[src/common/wbsoc_params.svh]
// Wishbone subsystem constants
// Block select bytes, sort register offsets, sort sizing and
// scratch memory sizing and latency
`ifndef WBSOC_PARAMS_SVH
`define WBSOC_PARAMS_SVH

//------------------------------------------------------------
// Address decode, top byte of the bus address
//------------------------------------------------------------
`define WB_SORT_SEL 8'h33
`define WB_MEM_SEL 8'h38

//------------------------------------------------------------
// Sort block register map, byte offsets in the low byte
//------------------------------------------------------------
`define SORT_CTRL_OFS 8'h00
`define SORT_SLOT_OFS 8'h10
`define SORT_RES_OFS 8'h38

// Slot count and network steps, two levels per step
`define SORT_N 10
`define SORT_STEPS 5

//------------------------------------------------------------
// Scratch memory
//------------------------------------------------------------
`define MEM_DEPTH 256
// Ack delay in cycles after the request is presented
`define MEM_DELAY 2

`endif

[src/common/wbsoc_pkg.sv]
// Shared types for the Wishbone subsystem
// Bus word, sort array and the sort controller states
`default_nettype none

`include "wbsoc_params.svh"

package wbsoc_pkg;

    //------------------------------------------------------------
    // Bus payload
    //------------------------------------------------------------
    typedef logic [31:0] word_t;

    // All sort slots side by side, index 0 is the lowest slot
    typedef word_t [`SORT_N-1:0] sort_array_t;

    //------------------------------------------------------------
    // Sort controller FSM
    //------------------------------------------------------------
    // Idle waits for a start, load copies the slots into the
    // network, step runs the comparator levels
    typedef enum logic [1:0] {
        sort_idle = 2'd0,
        sort_load = 2'd1,
        sort_step = 2'd2
    } sort_state_e;

endpackage

`default_nettype wire

[src/source/wb_bus_split.sv]
// Wishbone address decoder and response merge
// Routes strobes by the top address byte and folds the block
// acks and read data back onto the master bus
`timescale 1ns/10ps
`default_nettype none

`include "wbsoc_params.svh"

module wb_bus_split
    import wbsoc_pkg::*;
(
    input  wire   wbs_stb_i,
    input  wire   wbs_cyc_i,
    input  word_t wbs_adr_i,
    output logic  sort_stb_o,
    output logic  mem_stb_o,
    input  wire   sort_ack_i,
    input  wire   mem_ack_i,
    input  word_t sort_dat_i,
    input  word_t mem_dat_i,
    output logic  wbs_ack_o,
    output word_t wbs_dat_o
);

    logic       bus_req;
    logic [7:0] blk_sel;

    //------------------------------------------------------------
    // Request decode
    //------------------------------------------------------------
    assign bus_req = wbs_stb_i & wbs_cyc_i;
    assign blk_sel = wbs_adr_i[31:24];

    // Unmapped bytes reach no block and stay unacked
    assign sort_stb_o = bus_req && (blk_sel == `WB_SORT_SEL);
    assign mem_stb_o  = bus_req && (blk_sel == `WB_MEM_SEL);

    //------------------------------------------------------------
    // Response merge
    //------------------------------------------------------------
    assign wbs_ack_o = sort_ack_i | mem_ack_i;

    always_comb begin
        // Sort first, zero when nobody acks
        if (sort_ack_i) begin
            wbs_dat_o = sort_dat_i;
        end else if (mem_ack_i) begin
            wbs_dat_o = mem_dat_i;
        end else begin
            wbs_dat_o = '0;
        end
    end

endmodule

`default_nettype wire

[config.mk]
export PLATFORM = sky130hd
export DESIGN_NAME = wb_bus_split
export DESIGN_NICKNAME = d
export VERILOG_FILES = /design/src/common/wbsoc_pkg.sv /design/src/source/wb_bus_split.sv
export VERILOG_INCLUDE_DIRS = /design/src /design/src/common
export SDC_FILE = /design/constraint.sdc
export NUM_CORES = 1
export LEC_CHECK = 0
export ABC_CLOCK_PERIOD_IN_PS = 1600
export BUFFER_PORTS_ARGS = -buffer_cell sky130_fd_sc_hd__buf_4
export CAP_MARGIN = 25
export CORE_AREA = 2 2 52 54
export DETAILED_ROUTE_END_ITERATION = 6
export DIE_AREA = 0 0 54 56
export PLACE_DENSITY = 0.75
export RECOVER_POWER = 50
export SYNTH_ARGS = -nofsm -noshare
export SYNTH_HDL_FRONTEND = slang
export SYNTH_SLANG_ARGS = --single-unit
[constraint.sdc]
create_clock -name vclk -period 1.6
set_clock_uncertainty 0.15 [all_clocks]
set_input_delay 0.48 -clock vclk [all_inputs]
set_output_delay 0.48 -clock vclk [all_outputs]
set_load 0.01 [all_outputs]
Word level (Yosys, flattened, before mapping):

Index checks and enable logic that the tools add are counted.
W data, S select, Z words.

* register bits: 0
* latch bits: 0
* bits in writable memories: 0
* memory bits (read-only): 0
* input port bits: 100
* output and inout bits: 35
* word-level logic and storage cells: 8
* memories kept: 0

* add/sub/neg operators: 0
* multiply operators: 0
* div/mod/pow operators: 0
* $lt $le $gt $ge: 0
* equal/unequal tests: 2
* shift-type cells: 0
* muxes and demuxes: 2
* bitwise gates (word level): 2
* reduce and logical (&&, ||, !) cells: 2

Operators by type and width (number)
* $mux W32: 2
* $eq A8 B6 Y1 const B: 2
* $logic_and A1 B1 Y1: 2
* $and A1 B1 Y1: 1
* $or A1 B1 Y1: 1

Longest topological paths before layout:

* depth after elaboration: 2
* mapped depth: 4
* depth with buffers taken out: 2

Least setup slack after synthesis:

Ideal clock, no wire load.

* path type: input port to output port
* start: input port wbs_adr_i[30]
* end: output port mem_stb_o
* arrival: 1062 ps
* path slack: -92 ps
* stages: 2
* cell sequence: nand4bb_1 -> nor4_2

* cells in the longest elaborated chain, start to end: 2

RTL lines
* from (decl): RTL line wb_bus_split.sv:14 `input word_t wbs_adr_i,`
* $eq A8 B6 Y1 (no source line)
* $logic_and A1 B1 Y1: RTL line wb_bus_split.sv:36 `` assign mem_stb_o = bus_req && (blk_sel == `WB_MEM_SEL); ``
* to (decl): RTL line wb_bus_split.sv:16 `output logic mem_stb_o,`

Every way passes these cells.

Worst setup path after layout:

* start: input port wbs_adr_i[31]
* end: output port mem_stb_o

The elaborated chain is that of the path after synthesis.

==> impl_metrics.json <==
{
  "finalWirelength_mm": 2.67,
  "fin_crit_ns": 1.87,
  "cp-end-kind": "primary output",
  "nFlopsAndLatches": 0,
  "critPathBufInv": 2,
  "worst_slew_pin_slew_ns": 0.224,
  "wire_per_inst_um": 13.6,
  "power.leakage_nw": 0.835,
  "chipWidth_um": 54,
  "drive_above_1_share_pct": 79.6,
  "violations": "setup timing",
  "hold_violations": 0,
  "rsz0062_at_grt": "yes",
  "syn_area_um2": 422,
  "first_global_vias": 930,
  "peakVddDrop_v": 0.000171,
  "path_cells": "buf_6 > nand4bb_4 > nor4_4 > buf_4",
  "dieArea_um2": 3020,
  "core_area_um2": 2430,
  "yosysMostFrequentCell": "a22o_1",
  "cap_violations": 0,
  "drt_iter0_drc": 6,
  "hp-class": "in2out",
  "cts_hold_buf": 0,
  "crit_required_ns": 0.97,
  "dieHeight_um": 56,
  "synthCells": 51,
  "synth.top_cells.by_area": "a22o_1 (62%), buf_6 (11%), nor4_2 (5.9%), nand2_1 (4.5%), buf_2 (3.6%)",
  "clock_buffers": 0,
  "ys_types": 11,
  "cp-start-kind": "primary input",
  "max_clock_freq_ghz": 0.533,
  "worstPathArrival_ns": 1.24,
  "placement.io_buffers": 111,
  "seq_area_frac_synth_pct": 0,
  "via_per_inst": 4.81,
  "slew_headroom_pct": 85.0,
  "yosys_warnings": 0,
  "place_area_um2": 1290,
  "power_uw": 479,
  "cp_max_fo": 2,
  "syn_to_final_growth_pct": 279,
  "pre_cts_slack_ns": -0.532,
  "gp_congestion": 0.662,
  "grt_pass1_wl_mm": 3.84,
  "final_area_um2": 1600,
  "antenna_found_initial": 0,
  "dp_hpwl_mm": 1.98,
  "grt_max_degree": 15,
  "vias": 948,
  "worst_slack_ns": -0.275,
  "ioPinCount": 135,
  "tns_ns": -5.82,
  "nets": 269,
  "min_period_over_period_pct": 117,
  "drc_errors": 0,
  "yosys.area.top_type": "a22o_1",
  "num_antenna_cells": 0,
  "crit_path_top_delay_cell": "nor4_4",
  "critPathKind": "in2out",
  "register_area_um2": 0,
  "synth_nets": 151,
  "antenna_left": 0,
  "grt-ovfl-total": 0,
  "min_from": "wbs_adr_i[27]",
  "rows": 18,
  "synth_common_cells": "a22o_1 (30), nand2_1 (5), buf_6 (4)",
  "initial_utilization_pct": 17.3,
  "critPathLaunch": "wbs_adr_i[31]",
  "track_usage_pct": 16.0,
  "cpPeakStageDelay_ns": 0.27,
  "critPathTopFamily": "simple AND/OR/NAND/NOR gates",
  "slew_viol_final": 0,
  "setup_viol": 34,
  "outcome": "finished with violations",
  "synth_top_area_share_pct": 62.3,
  "dr.pass1.iters": 3,
  "power.density_nw_per_um2": 300,
  "avgSynthCellArea_um2": 8.27
}
-- layer usage --
layer | share of wire [%] | GRT usage, % | vias to the layer above
li1 | - | - | 450
met1 | 33 | 15.2 | 424
met2 | 53 | 33.4 | 72
met3 | 13 | 3.49 | 2
met4 | 0.56 | 1.07 | 0
met5 | 0 | 0 | -
-- tightest hold or removal path: stages --
cell and delay (ns):
buf_4 0.10, nor4_4 0.04, buf_4 0.13
-- cell families after synthesis --
family | after synthesis | share of synthesized area (%)
compound gates | 32 | 64.7
buf+inv | 7 | 14.2
simple gates | 12 | 21.1
-- cells in the final DEF, fill, tap and decap left out, drive strengths merged --
| cell | count |
|---|---|
| nand4bb | 1 |
| nand2b | 1 |
| nand3b | 1 |
| or2 | 1 |
| nand2 | 5 |
| nor4 | 2 |
| buf | 122 |
| nor2b | 2 |
| o21ai | 2 |
| a22o | 30 |
-- path summary, 6_finish.rpt --
path | slack (ns) | depth (start not counted) | end
setup / recovery | -0.27 | 4 | mem_stb_o
hold / removal | 1.08 | 3 | sort_stb_o
-- final cells by class --
type	instances	area, µm²
Fill cell	205	836
Multi-Input combinational cell	45	437
Tap cell	30	37.5
Timing Repair Buffer	122	1120
-- what timing repair did --
item | in CTS | in global routing
pin swaps | 8 | 5
setup endpoints to repair | 35 | 35
gates cloned | 5 | 0
gates resized for setup | 51 | 2
setup buffers | 5 | 2
-- through the flow --
stage	cells	hold WS, ns	util, %
after floorplan	51	0.836	-
after global placement	188	1.08	53.0
after detailed placement	188	1.09	53.0
after CTS	198	1.09	67.1
after global routing	197	1.09	65.6
final	197	1.08	65.6
-- power by group --
part | internal, mW | switching, mW | total [mW]
combinational | 0.319 | 0.159 | 0.479
sequential | 0 | 0 | 0
clock | 0 | 0 | 0
total | 0.319 | 0.159 | 0.479
Power figures use the tool's default switching activity.
