File: config.mk
export PLATFORM = sky130hd
export DESIGN_NAME = sort_ctrl
export DESIGN_NICKNAME = d
export VERILOG_FILES = /design/src/common/wbsoc_pkg.sv /design/src/sort/sort_ctrl.sv
export VERILOG_INCLUDE_DIRS = /design/src /design/src/common
export SDC_FILE = /design/constraint.sdc
export NUM_CORES = 1
export LEC_CHECK = 0
export CAP_MARGIN = 20
export CORE_AREA = 2 2 276 278
export DETAILED_ROUTE_END_ITERATION = 8
export DIE_AREA = 0 0 278 280
export DONT_BUFFER_PORTS = 1
export PLACE_DENSITY_LB_ADDON = 0.2
export SYNTH_ARGS = -nofsm -noshare
export SYNTH_HDL_FRONTEND = slang
export SYNTH_SLANG_ARGS = --single-unit
File: constraint.sdc
create_clock -name wb_clk_i -period 3 [get_ports wb_clk_i]
set_input_delay 0.3 -clock wb_clk_i [delete_from_list [all_inputs] [get_ports wb_clk_i]]
set_output_delay 0.3 -clock wb_clk_i [all_outputs]
set_load 0.03 [all_outputs]
File: src/common/wbsoc_params.svh
// Wishbone subsystem constants
// Block select bytes, sort register offsets, sort sizing and
// scratch memory sizing and latency
`ifndef WBSOC_PARAMS_SVH
`define WBSOC_PARAMS_SVH

//------------------------------------------------------------
// Address decode, top byte of the bus address
//------------------------------------------------------------
`define WB_SORT_SEL 8'h33
`define WB_MEM_SEL 8'h38

//------------------------------------------------------------
// Sort block register map, byte offsets in the low byte
//------------------------------------------------------------
`define SORT_CTRL_OFS 8'h00
`define SORT_SLOT_OFS 8'h10
`define SORT_RES_OFS 8'h38

// Slot count and network steps, two levels per step
`define SORT_N 10
`define SORT_STEPS 5

//------------------------------------------------------------
// Scratch memory
//------------------------------------------------------------
`define MEM_DEPTH 256
// Ack delay in cycles after the request is presented
`define MEM_DELAY 2

`endif

File: src/common/wbsoc_pkg.sv
// Shared types for the Wishbone subsystem
// Bus word, sort array and the sort controller states
`default_nettype none

`include "wbsoc_params.svh"

package wbsoc_pkg;

    //------------------------------------------------------------
    // Bus payload
    //------------------------------------------------------------
    typedef logic [31:0] word_t;

    // All sort slots side by side, index 0 is the lowest slot
    typedef word_t [`SORT_N-1:0] sort_array_t;

    //------------------------------------------------------------
    // Sort controller FSM
    //------------------------------------------------------------
    // Idle waits for a start, load copies the slots into the
    // network, step runs the comparator levels
    typedef enum logic [1:0] {
        sort_idle = 2'd0,
        sort_load = 2'd1,
        sort_step = 2'd2
    } sort_state_e;

endpackage

`default_nettype wire

File: src/sort/sort_ctrl.sv
// Sort accelerator register block
// Slot registers, start and done status, the FSM that sequences the
// comparator network, and the single-cycle bus responses
`timescale 1ns/10ps
`default_nettype none

`include "wbsoc_params.svh"

module sort_ctrl
    import wbsoc_pkg::*;
(
    input  wire         wb_clk_i,
    input  wire         wb_rst_i,
    input  wire         stb_i,
    input  wire         we_i,
    input  wire  [7:0]  adr_i,
    input  word_t       dat_i,
    output logic        ack_o,
    output word_t       dat_o,
    output logic        load_o,
    output logic        step_o,
    output sort_array_t slots_o,
    input  sort_array_t sorted_i
);

    localparam int IDX_W = $clog2(`SORT_N);
    localparam int CNT_W = $clog2(`SORT_STEPS);
    localparam logic [CNT_W-1:0] STEP_LAST = CNT_W'(`SORT_STEPS - 1);

    // Word offsets within the block
    localparam logic [5:0] CTRL_W = 6'(`SORT_CTRL_OFS >> 2);
    localparam logic [5:0] SLOT_W = 6'(`SORT_SLOT_OFS >> 2);
    localparam logic [5:0] RES_W  = 6'(`SORT_RES_OFS >> 2);
    localparam logic [5:0] N_W    = 6'(`SORT_N);

    sort_state_e      state;
    logic [CNT_W-1:0] step_cnt;
    logic             done;
    logic             take;
    logic [5:0]       word_a;
    logic [5:0]       slot_k;
    logic [5:0]       res_k;
    logic             ctrl_hit;
    logic             slot_hit;
    logic             res_hit;
    logic             slot_wr;
    logic             start;
    word_t            rd_data;

    //------------------------------------------------------------
    // Access decode
    //------------------------------------------------------------
    // One access per strobe, the ack cycle never counts twice
    assign take   = stb_i & ~ack_o;
    assign word_a = adr_i[7:2];
    assign slot_k = word_a - SLOT_W;
    assign res_k  = word_a - RES_W;

    assign ctrl_hit = (word_a == CTRL_W);
    assign slot_hit = (word_a >= SLOT_W) && (word_a < SLOT_W + N_W);
    assign res_hit  = (word_a >= RES_W) && (word_a < RES_W + N_W);

    assign slot_wr = take && we_i && slot_hit;
    assign start   = take && we_i && ctrl_hit && dat_i[0];

    always_comb begin
        rd_data = '0;
        if (ctrl_hit) begin
            rd_data = {31'd0, done};
        end else if (slot_hit) begin
            rd_data = slots_o[slot_k[IDX_W-1:0]];
        end else if (res_hit) begin
            rd_data = sorted_i[res_k[IDX_W-1:0]];
        end
    end

    //------------------------------------------------------------
    // Bus response
    //------------------------------------------------------------
    always_ff @(posedge wb_clk_i) begin
        if (wb_rst_i) begin
            ack_o <= 1'b0;
        end else begin
            ack_o <= take;
        end
    end

    always_ff @(posedge wb_clk_i) begin
        if (take) begin
            dat_o <= rd_data;
        end
    end

    // Slot registers
    always_ff @(posedge wb_clk_i) begin
        if (wb_rst_i) begin
            slots_o <= '0;
        end else if (slot_wr) begin
            slots_o[slot_k[IDX_W-1:0]] <= dat_i;
        end
    end

    //------------------------------------------------------------
    // Sort sequencing
    //------------------------------------------------------------
    always_ff @(posedge wb_clk_i) begin
        if (wb_rst_i) begin
            state    <= sort_idle;
            step_cnt <= '0;
            done     <= 1'b0;
        end else begin
            case (state)
                sort_load: begin
                    state    <= sort_step;
                    step_cnt <= '0;
                end
                sort_step: begin
                    if (step_cnt == STEP_LAST) begin
                        state <= sort_idle;
                        done  <= 1'b1;
                    end else begin
                        step_cnt <= step_cnt + 1'b1;
                    end
                end
                default: state <= sort_idle;
            endcase
            // Slot writes invalidate the last result
            if (slot_wr) begin
                done <= 1'b0;
            end
            // A start restarts even a running sort
            if (start) begin
                state <= sort_load;
                done  <= 1'b0;
            end
        end
    end

    assign load_o = (state == sort_load);
    assign step_o = (state == sort_step);

endmodule

`default_nettype wire

# Word-level counts from Yosys, hierarchy flattened
# Cells that the tools add are included.
# W data, S select, Z words.
[word_totals]
ff_bits = 359
elab_cells = 63
inputBits = 364
[classes]
bitwise = 2
n_reduce_logical = 13
n_lt_le_gt_ge = 7
muxes = 15
addsub = 3
eq_ne = 6
[ops]
columns = ["cell", "count"]
rows = [
  ["$bwmux W320", 1],
  ["$bmux W32 S4", 2],
  ["$mux W32", 5],
  ["$demux W32 S4", 1],
  ["$lt A4 B5 Y1 const B", 2],
  ["$logic_and A1 B1 Y1", 7],
  ["$ge A6 B3 Y1 const B", 1],
  ["$ge A6 B4 Y1 const B", 1],
  ["$logic_not A6 Y1", 1],
  ["$lt A6 B4 Y1 const B", 1],
  ["$lt A6 B5 Y1 const B", 1],
  ["$pmux W3 S2", 1],
  ["$ge A4 B1 Y1 const B", 1],
  ["$pmux W2 S2", 1],
  ["$reduce_and A2 Y1", 2],
  ["$sub A4 B3 Y4 const B", 1],
  ["$sub A4 B4 Y4 const B", 1],
  ["$add A3 B1 Y3 const B", 1],
  ["$eq A3 B3 Y1 const B", 1],
  ["$mux W3", 1],
  ["$ne A3 B1 Y1 const B", 1],
  ["$reduce_or A3 Y1", 1],
  ["$eq A2 B1 Y1 const B", 1],
  ["$eq A2 B2 Y1 const B", 1],
  ["other kinds (8)", 9],
]

# Logic depth before layout (Yosys ltp)
# Gate-level depths: netlist of the first run.
[depth]
word_depth = 6
ltp_mapped = 9

# Least setup slack after synthesis of the first run
# Ideal clock, no wire load.
[synth_path]
path_type = "register -> register"
from = "register ack_o"
to = "register dat_o[0] (enable)"
slack_ps = 661
stages_incl_launch_ff = 2
arrival_ps = 1913
synth_period_minus_slack_ps = 2339
path_cell_list = "dfxtp_1 > nor2b_1"
[synth_between]
elab_chain_len = 2
[synth_rtl]
columns = ["element", "line_no", "text"]
rows = [
  ["start, declared", "sort_ctrl.sv:18", "output logic ack_o,"],
  ["start signal, assigned", "sort_ctrl.sv:84", "ack_o <= take;"],
  ["$not A1 Y1", "sort_ctrl.sv:54", "assign take = stb_i & ~ack_o;"],
  ["$and A1 B1 Y1", "sort_ctrl.sv:54", ""],
  ["net take", "sort_ctrl.sv:39", "logic take;"],
  ["end signal, assigned", "sort_ctrl.sv:90", "dat_o <= rd_data;"],
  ["end, declared", "sort_ctrl.sv:19", "output word_t dat_o,"],
]
# The timed path passes the listed nets, and every way through them passes these cells.
# A chain may end at the register's enable or synchronous reset.

# Final worst setup path of the first run
[layout_path]
from = "register ack_o"
to = "register slots_o[305] (netlist bit)"
[layout_between]
elab_chain_len = 4
[layout_rtl]
columns = ["element", "line_no", "text"]
rows = [
  ["$not A1 Y1", "sort_ctrl.sv:54", ""],
  ["$and A1 B1 Y1", "sort_ctrl.sv:54", ""],
  ["$logic_and A1 B1 Y1 (2 in series)", "sort_ctrl.sv:63", "assign slot_wr = take && we_i && slot_hit;"],
  ["end signal, assigned by index", "sort_ctrl.sv:99", "slots_o[slot_k[IDX_W-1:0]] <= dat_i;"],
  ["end, declared", "sort_ctrl.sv:22", "output sort_array_t slots_o,"],
]
# Every way passes these cells.

==> impl_results.md, run 1 <==
- Clk Latency, worst-skew pair: about 560 ps
- Vias in the first global route: ~16k
- Initial antenna violation count: 36
- Worst-path clk slew: around 60 ps
- Tmin final: 2720 ps
- Post-synthesis net count: between 2k and 2.5k
- Post CTS Setup Buffer Count: 0
- Status: finished, final reports clean
- Final Skew: roughly 18 ps
- GRT Total Usage: roughly 23%
- Cell Area, Synth: 0.0185 mm²
- Most common cell in the synthesized netlist: nand2_1
- Cell-internal power: 8520 µW
- Max-slew violation count: 0
- Hold Buf Count CTS: ~200
- I/O Buffers: 0
- Die height: roughly 280 µm
- Post-synth EDFFs: 32
- H-tree depth: 2
- Buf+Inv Stages, Crit Path: 2
- CTS Buf Count: 43
- Clk buf depth: 3
- Sequential area share after synthesis: just over 40%
- Worst path max stage delay: about 600 ps
- Worst-path maximum fanout: 18
- Initial core utilization: between 20% and 30%
- Synth cell count leaders: 330 x nand2_1, 327 x dfxtp_1, 213 x mux2i_1, 197 x nor2_1, 177 x a21oi_1
- Combinational power share: 8.4%
- Synth top area share: 35.4%
- Sw Ratio: 24.9%
- Critical Path AT: about 3200 ps
- First-pass GRT wire length: approximately 130000 µm
- Pleak: around 0.0082 µW
- CP startpoint kind: flop
- Avg Synthesized Cell Area: around 9.5 µm²
- Worst EP required: approximately 3500 ps
- Post-DP HPWL: slightly below 70000 µm
- FF+latch count, synth: about 360
- Endpoint class of the critical path: flop
- Vias: approximately 16k
- Yosys cell types: 48
- Crit path cell chain: nand3b_1, a2111oi_4, and3_2, buf_4, nand2_1, a21oi_1, dlygate4sd3_1
- Fin Setup TNS: 0 ps
- CTS tree: yes
- Die area: about 0.078 mm²
- Ys async rst share: 0%
- PD cells: 501 mW/mm²
- 1st-iter DRT viols: around 1.1k
- Ys Warns: 0
- Share of the clock period used by the worst path: a little over 90%
- Final Hold Vio Count: 0
- Synth top area cells: dfxtp_1 35%, mux2i_1 12%, mux4_2 9.4%
- WL per Instance: ~31 µm
- Top Ports: between 700 and 800
- RSZ-0062 raised after global routing: false
- Largest net degree at the start of global routing: ~260
- CP top delay family: buffers and inverters
- Clock power frac: between 40% and 50%
- Detail Route Antenna Nets: 0
- Hold Crit Class: input port to flop
- Share of layout cells above drive strength 1: 16.3%
- First-pass detailed-route iteration total: 5
- Max Cap Violations: 0
- Clock sinks: 359
- Post-CTS resize count: 0
- Drt total wl: between 90000 and 100000 µm
- Most used DFF post-synth: dfxtp_1
- CP Class: flop to flop
- Layout area overhead: 22.5%
- Core area: around 0.075 mm²
- Fmax: approximately 370 MHz
- Final Hold Slack: 93.6 ps
- Row cnt: between 100 and 150
- Nets: 2426
- Max VDD drop: ~350 µV
- Critical-path cell with the highest stage delay: a2111oi_4
- Die X-Extent: 278 µm
- Gp weighted congestion: 0.902
- Part of the power in registers: about 44%
- Finish-stage setup viols: 0
- Sw Pwr: 2830 µW
- Clock root buffer: clkbuf_16
- DR vias/cell: about 5.2
- Drc violations: 0
- Leading area contributor after synthesis: dfxtp_1
- Worst slew pin tran: 893 ps
- Grt ovf: 0
- Cells after synthesis: slightly below 2k
- Worst relative slew slack: 40.2%
## layout make-up
cell class / count / area [µm²]
diodes: 20 / 50.0
clock buffers: 60 / 1240
clock inverters: 14 / 180
fillers: 7786 / 52500
inverters: 35 / 131
multi-input cells: 1367 / 9860
flip-flops and latches: 359 / 7510
well taps: 978 / 1220
repair buffers: 249 / 2460
## through the flow
stage	total power, µW	util, %	cell area, µm²	std cells	worst slack [ps]
final	11300	30.1	22700	3082	279
after global routing	11700	30.1	22600	3075	70.0
after CTS	11500	30.0	22600	3061	230
after detailed placement	5950	25.5	19200	2792	426
after global placement	5950	25.5	19200	2792	455
after floorplan	5840	-	18500	1957	661
## worst paths after layout
check	start	to	slack, ps	depth (start not counted)
worst max-delay path	ack_o$_SDFF_PP0_	slots_o[305]$_SDFFE_PP0P_	280	7
worst max register to register	ack_o$_SDFF_PP0_	slots_o[305]$_SDFFE_PP0P_	280	7
worst min register to register	step_cnt[2]$_SDFFE_PP0P_	step_cnt[2]$_SDFFE_PP0P_	580	2
worst min-delay path	adr_i[4]	dat_o[15]$_SDFFCE_PN0N_	90	2
## cells by family after synthesis
| kind of cell | after synthesis | share of synthesized area [%] |
|---|---|---|
| AOI/OAI and AO/OA | 376 | 11.8 |
| adders and majority gates | 7 | 0.473 |
| and+or+nand+nor | 578 | 12.7 |
| muxes | 404 | 27.8 |
| DFF | 359 | 40.6 |
| xor gates and xnor gates | 2 | 0.0947 |
| buffers and inverters | 231 | 6.51 |
## metal layers
metal	routed length, µm	part of all wire (%)	vias to the layer above	track usage (%)
met5	189	0.20	-	2.38
met4	2170	2.3	32	5.34
met3	10500	11	133	10.2
met2	44300	47	744	38.3
met1	37500	40	8044	27.5
li1	-	-	7149	-
## power by group through the flow
stage / Clock [µW] / Sequential [µW] / Combinational (µW)
after floorplan: 0 / 5090 / 756
after global placement: 0 / 5110 / 837
after detailed placement: 0 / 5110 / 843
after CTS: 5510 / 5000 / 971
after global routing: 5700 / 5000 / 1010
final: 5380 / 5000 / 955
## placed cells by master, fill, tap and decap left out, types with 7 or more instances in the layout
| cell | count |
|---|---|
| clkbuf_16 | 45 |
| a21oi_1 | 177 |
| dlygate4sd3_1 | 194 |
| o21ai_0 | 28 |
| nand2_1 | 330 |
| diode_2 | 20 |
| o22ai_1 | 97 |
| dfxtp_1 | 327 |
| nor2_1 | 196 |
| buf_4 | 47 |
| buf_12 | 7 |
| edfxtp_1 | 32 |
| inv_1 | 35 |
| mux4_2 | 77 |
| clkbuf_1 | 9 |
| mux2i_1 | 213 |
| a31oi_1 | 33 |
| mux2_2 | 114 |
| a22oi_1 | 33 |
## registers in the layout, indices dropped and copies added, names as in the netlist
register,cells
step_cnt,3
state,2
dat_o,32
slots_o,320
done,1
ack_o,1
Power figures use the tool's default switching activity.
==> run 2: changes to the inputs <==
--- a/config.mk
+++ b/config.mk
@@ -6,10 +6,11 @@
 export SDC_FILE = /design/constraint.sdc
 export NUM_CORES = 1
 export LEC_CHECK = 0
+export ABC_AREA = 1
 export CAP_MARGIN = 20
-export CORE_AREA = 2 2 276 278
+export CORE_AREA = 2 2 282 284
 export DETAILED_ROUTE_END_ITERATION = 8
-export DIE_AREA = 0 0 278 280
+export DIE_AREA = 0 0 284 286
 export DONT_BUFFER_PORTS = 1
 export PLACE_DENSITY_LB_ADDON = 0.2
 export SYNTH_ARGS = -nofsm -noshare
==> impl_results.md, run 2 <==
- Hold Crit Class: input port to flop
- Worst slew pin tran: 998 ps (+105 ps)
- Combinational power share: 10.3% (+1.9 points)
- CP top delay family: buffers and inverters
- Clock root buffer: clkbuf_16
- Worst EP required: 3540 ps (+40 ps)
- Final Hold Vio Count: 0 (unchanged)
- First-pass detailed-route iteration total: 5 (unchanged)
- RSZ-0062 raised after global routing: false
- Max VDD drop: 417 µV (+21%)
- Sequential area share after synthesis: 38.8% (-1.8 points)
- Top Ports: 719 (unchanged)
- Grt ovf: 0 (unchanged)
- Worst relative slew slack: 33.3% (-6.9 points)
- Drc violations: 0 (unchanged)
- Synth top area cells: dfxtp_1 34%, nand2_1 26%, a21oi_1 11%
- PD cells: 508 mW/mm² (+1.5%)
- Post-DP HPWL: 75900 µm (+13%)
- Initial antenna violation count: 17 (-53%)
- Finish-stage setup viols: 0 (unchanged)
- Part of the power in registers: 42.6% (-1.5 points)
- Fin Setup TNS: 0 ps (unchanged)
- Clock power frac: 47.1% (-0.4 points)
- WP depth: 9 (+2)
- Initial core utilization: 24.7% (+0.072 points)
- Buf+Inv Stages, Crit Path: 3 (+1)
- Reg2reg start: ack_o$_SDFF_PP0_
- Vias in the first global route: 19.6k (+23%)
- Die height: 286 µm (+2.1%)
- Clk Latency, worst-skew pair: 590 ps (+30 ps)
- R2r endpoint: slots_o[74]$_SDFFE_PP0P_
- Pleak: 0.00936 µW (+14%)
- Layout area overhead: 19.6%
- Synth top area share: 33.9% (-1.5 points)
- Max-slew violation count: 0 (unchanged)
- Avg Synthesized Cell Area: 6.19 µm² (-35%)
- Sw Ratio: 28.8% (+3.9 points)
- Post-synthesis net count: 3495 (+50%)
- Clock sinks: 359 (unchanged)
- Worst hold stages: 4 (+2)
- Row cnt: 103 (+2.0%)
- Fmax: 367 MHz (-0.18%)
- Worst-path maximum fanout: 16 (-2)
- GRT Total Usage: 25.7% (+2.5 points)
- Commonest cells after routing, fill and taps aside: 1357 x nand2_1, 413 x a21oi_1, 327 x dfxtp_1, 278 x inv_1, 187 x nor2_1
- Critical Path Start: ack_o$_SDFF_PP0_
- Most frequent CP cell: nand2_1
- Drt total wl: 109000 µm (+16%)
- Nets: 3508 (+45%)
- Most common cell after layout, fill and taps aside: nand2_1
- Worst path max stage delay: 570 ps (-30 ps)
- Critical Path AT: 3260 ps (+40 ps)
- R2R depth: 9 (+2)
- CTS Buf Count: 45 (+4.7%)
- Vias: 20.5k (+27%)
- Detail Route Antenna Nets: 0 (unchanged)
- Met1 GRT Util: 31.7% (+4.2 points)
- Synth cell count leaders: 1359 x nand2_1, 413 x a21oi_1, 327 x dfxtp_1, 280 x inv_1, 189 x nor2_1
- Design Area, Final: 0.0231 mm² (+2.1%)
- Global Route met3 Usage: 7.93% (-2.3 points)
- Status: finished, final reports clean
- Placed Area: 0.0202 mm² (+5.4%)
- FF+latch count, synth: 359 (unchanged)
- Max Cap Violations: 0 (unchanged)
- Ys Warns: 0 (unchanged)
- H-tree depth: 2 (unchanged)
- Clk buf depth: 3 (unchanged)
- Cells after synthesis: 3124 (+60%)
- Max reg flops: 320 (unchanged)
- Leading area contributor after synthesis: dfxtp_1
- DR vias/cell: 4.85 (-7.2%)
- CP Class: flop to flop
- 1st-iter DRT viols: 1454 (+38%)
- Die X-Extent: 284 µm (+2.2%)
- Largest net degree at the start of global routing: 158 (-39%)
- Most common cell in the synthesized netlist: nand2_1
- Grt peak-use layer: met2
- Sw Pwr: 3390 µW (+20%)
- Largest reg by FF count: slots_o
- Post-CTS resize count: 0 (unchanged)
- Most used DFF post-synth: dfxtp_1
- Critical-path cell with the highest stage delay: dlygate4sd3_1
- Top Registers: slots_o x320, dat_o x32, step_cnt x3
- Met2 Track Usage GR: 42.8% (+4.4 points)
- Cell Area, Synth: 0.0193 mm² (+4.5%)
- Share of the clock period used by the worst path: 90.9% (+0.16 points)
- Post-synth EDFFs: 32 (unchanged)
- Yosys cell types: 31 (-35%)
- Core area: 0.0784 mm² (+4.2%)
- I/O Buffers: 0 (unchanged)
- CTS tree: yes
- Gp weighted congestion: 0.945 (+4.7%)
- Critical path capture point: slots_o[74]$_SDFFE_PP0P_
- CP startpoint kind: flop
- Ys async rst share: 0% (unchanged)
- Final Skew: 23.4 ps (+4.96 ps)
- Tmin final: 2730 ps (+4.85 ps)
- Die area: 0.0812 mm² (+4.3%)
- Crit path cell chain: nor2_4, nand2_1, nor2_8, nand3_4, inv_2, buf_4, nand2_1, a21oi_1, dlygate4sd3_1
- Endpoint class of the critical path: flop
- Share of layout cells above drive strength 1: 5.39% (-11 points)
- First-pass GRT wire length: 152000 µm (+18%)
- Cell-internal power: 8360 µW (-1.8%)
- Worst-path clk slew: 70 ps (about the same)
- FF-to-FF setup slack: 270 ps (about the same)
- WL per Instance: 25.8 µm (-16%)
- Pre-CTS WS: 612 ps (+186 ps)
- PnR worst setup slack: 274 ps (-4.85 ps)
-- run 2: changes by cell type after synthesis, moves of 77 or more --
cell      before   now
a21oi_1      177   413
clkbuf_1      78   160
inv_1         35   280
mux2_2       114     0
mux2i_1      213     0
mux4_2        77     0
nand2_1      330  1359
nand4_1        0    85
-- run 2: timing repair --
item,CTS,global route
setup buffers,0,0
endpoints found under the setup margin,0,0
hold buffers,138,0
endpoints found under the hold margin,326,0
-- run 2: power by group through the flow --
stage | logic, µW | clock network, µW | registers [µW]
after floorplan | 761 | 0 | 5090
after global placement | 1060 | 0 | 5120
after detailed placement | 1060 | 0 | 5120
after CTS | 1220 | 5670 | 5010
after global routing | 1330 | 5840 | 5010
final | 1210 | 5530 | 5010
-- run 2: layout make-up --
cell class | count | area [µm²]
timing repair buffer | 203 | 2050
clock inverter | 13 | 134
inverter | 293 | 1100
antenna | 14 | 35.0
clock buffer | 67 | 1320
fill | 8923 | 55200
sequential | 359 | 7510
tap | 1050 | 1310
multi-input combinational | 2235 | 9660
-- run 2: per-layer routing --
metal | vias to the layer above | routed length (µm)
met1 | 9723 | 44900
met3 | 136 | 9370
met4 | 2 | 3500
met2 | 811 | 51600
met5 | - | 13
li1 | 9845 | -
-- run 2: worst min-delay path by stage --
stage | slack, ps | endpoint | from
after floorplan | 450 | step_cnt[0]$_SDFFE_PP0P_ | step_cnt[0]$_SDFFE_PP0P_
after global placement | 390 | slots_o[206]$_SDFFE_PP0P_ | wb_rst_i
after detailed placement | 390 | slots_o[204]$_SDFFE_PP0P_ | wb_rst_i
after CTS | 60 | dat_o[0]$_DFFE_PN_ | adr_i[7]
after global routing | 120 | dat_o[0]$_DFFE_PN_ | adr_i[7]
final | 90 | dat_o[0]$_DFFE_PN_ | adr_i[7]
-- run 2: worst min-delay path, stage by stage --
cell and delay (ps):
nor2_1 50, nand3_1 110, nand2_1 60, nand2_1 40
-- run 2: metrics by stage --
stage / power [µW] / instances / utilization (%) / hold WS (ps)
after detailed placement: 6170 / 4002 / 25.8 / 388
after global routing: 12200 / 4231 / 29.5 / 118
after CTS: 11900 / 4220 / 29.5 / 61.8
after floorplan: 5850 / 3124 / - / 447
after global placement: 6180 / 4002 / 25.8 / 387
final: 11800 / 4234 / 29.5 / 90.1
-- run 2: kinds of logic (layout without fill, tap and decap cells) --
| logic type | after synthesis | in the layout | synth area share, % |
|---|---|---|---|
| AO/OA/AOI/OAI | 515 | 515 | 13.6 |
| XOR/XNOR | 1 | 1 | 0.0453 |
| adder cells (fa/ha/maj) | 7 | 7 | 0.453 |
| buffers and inverters | 530 | 576 | 11.5 |
| flip-flops | 359 | 359 | 38.8 |
| other | 0 | 14 | 0 |
| AND/OR/NAND/NOR | 1712 | 1712 | 35.6 |
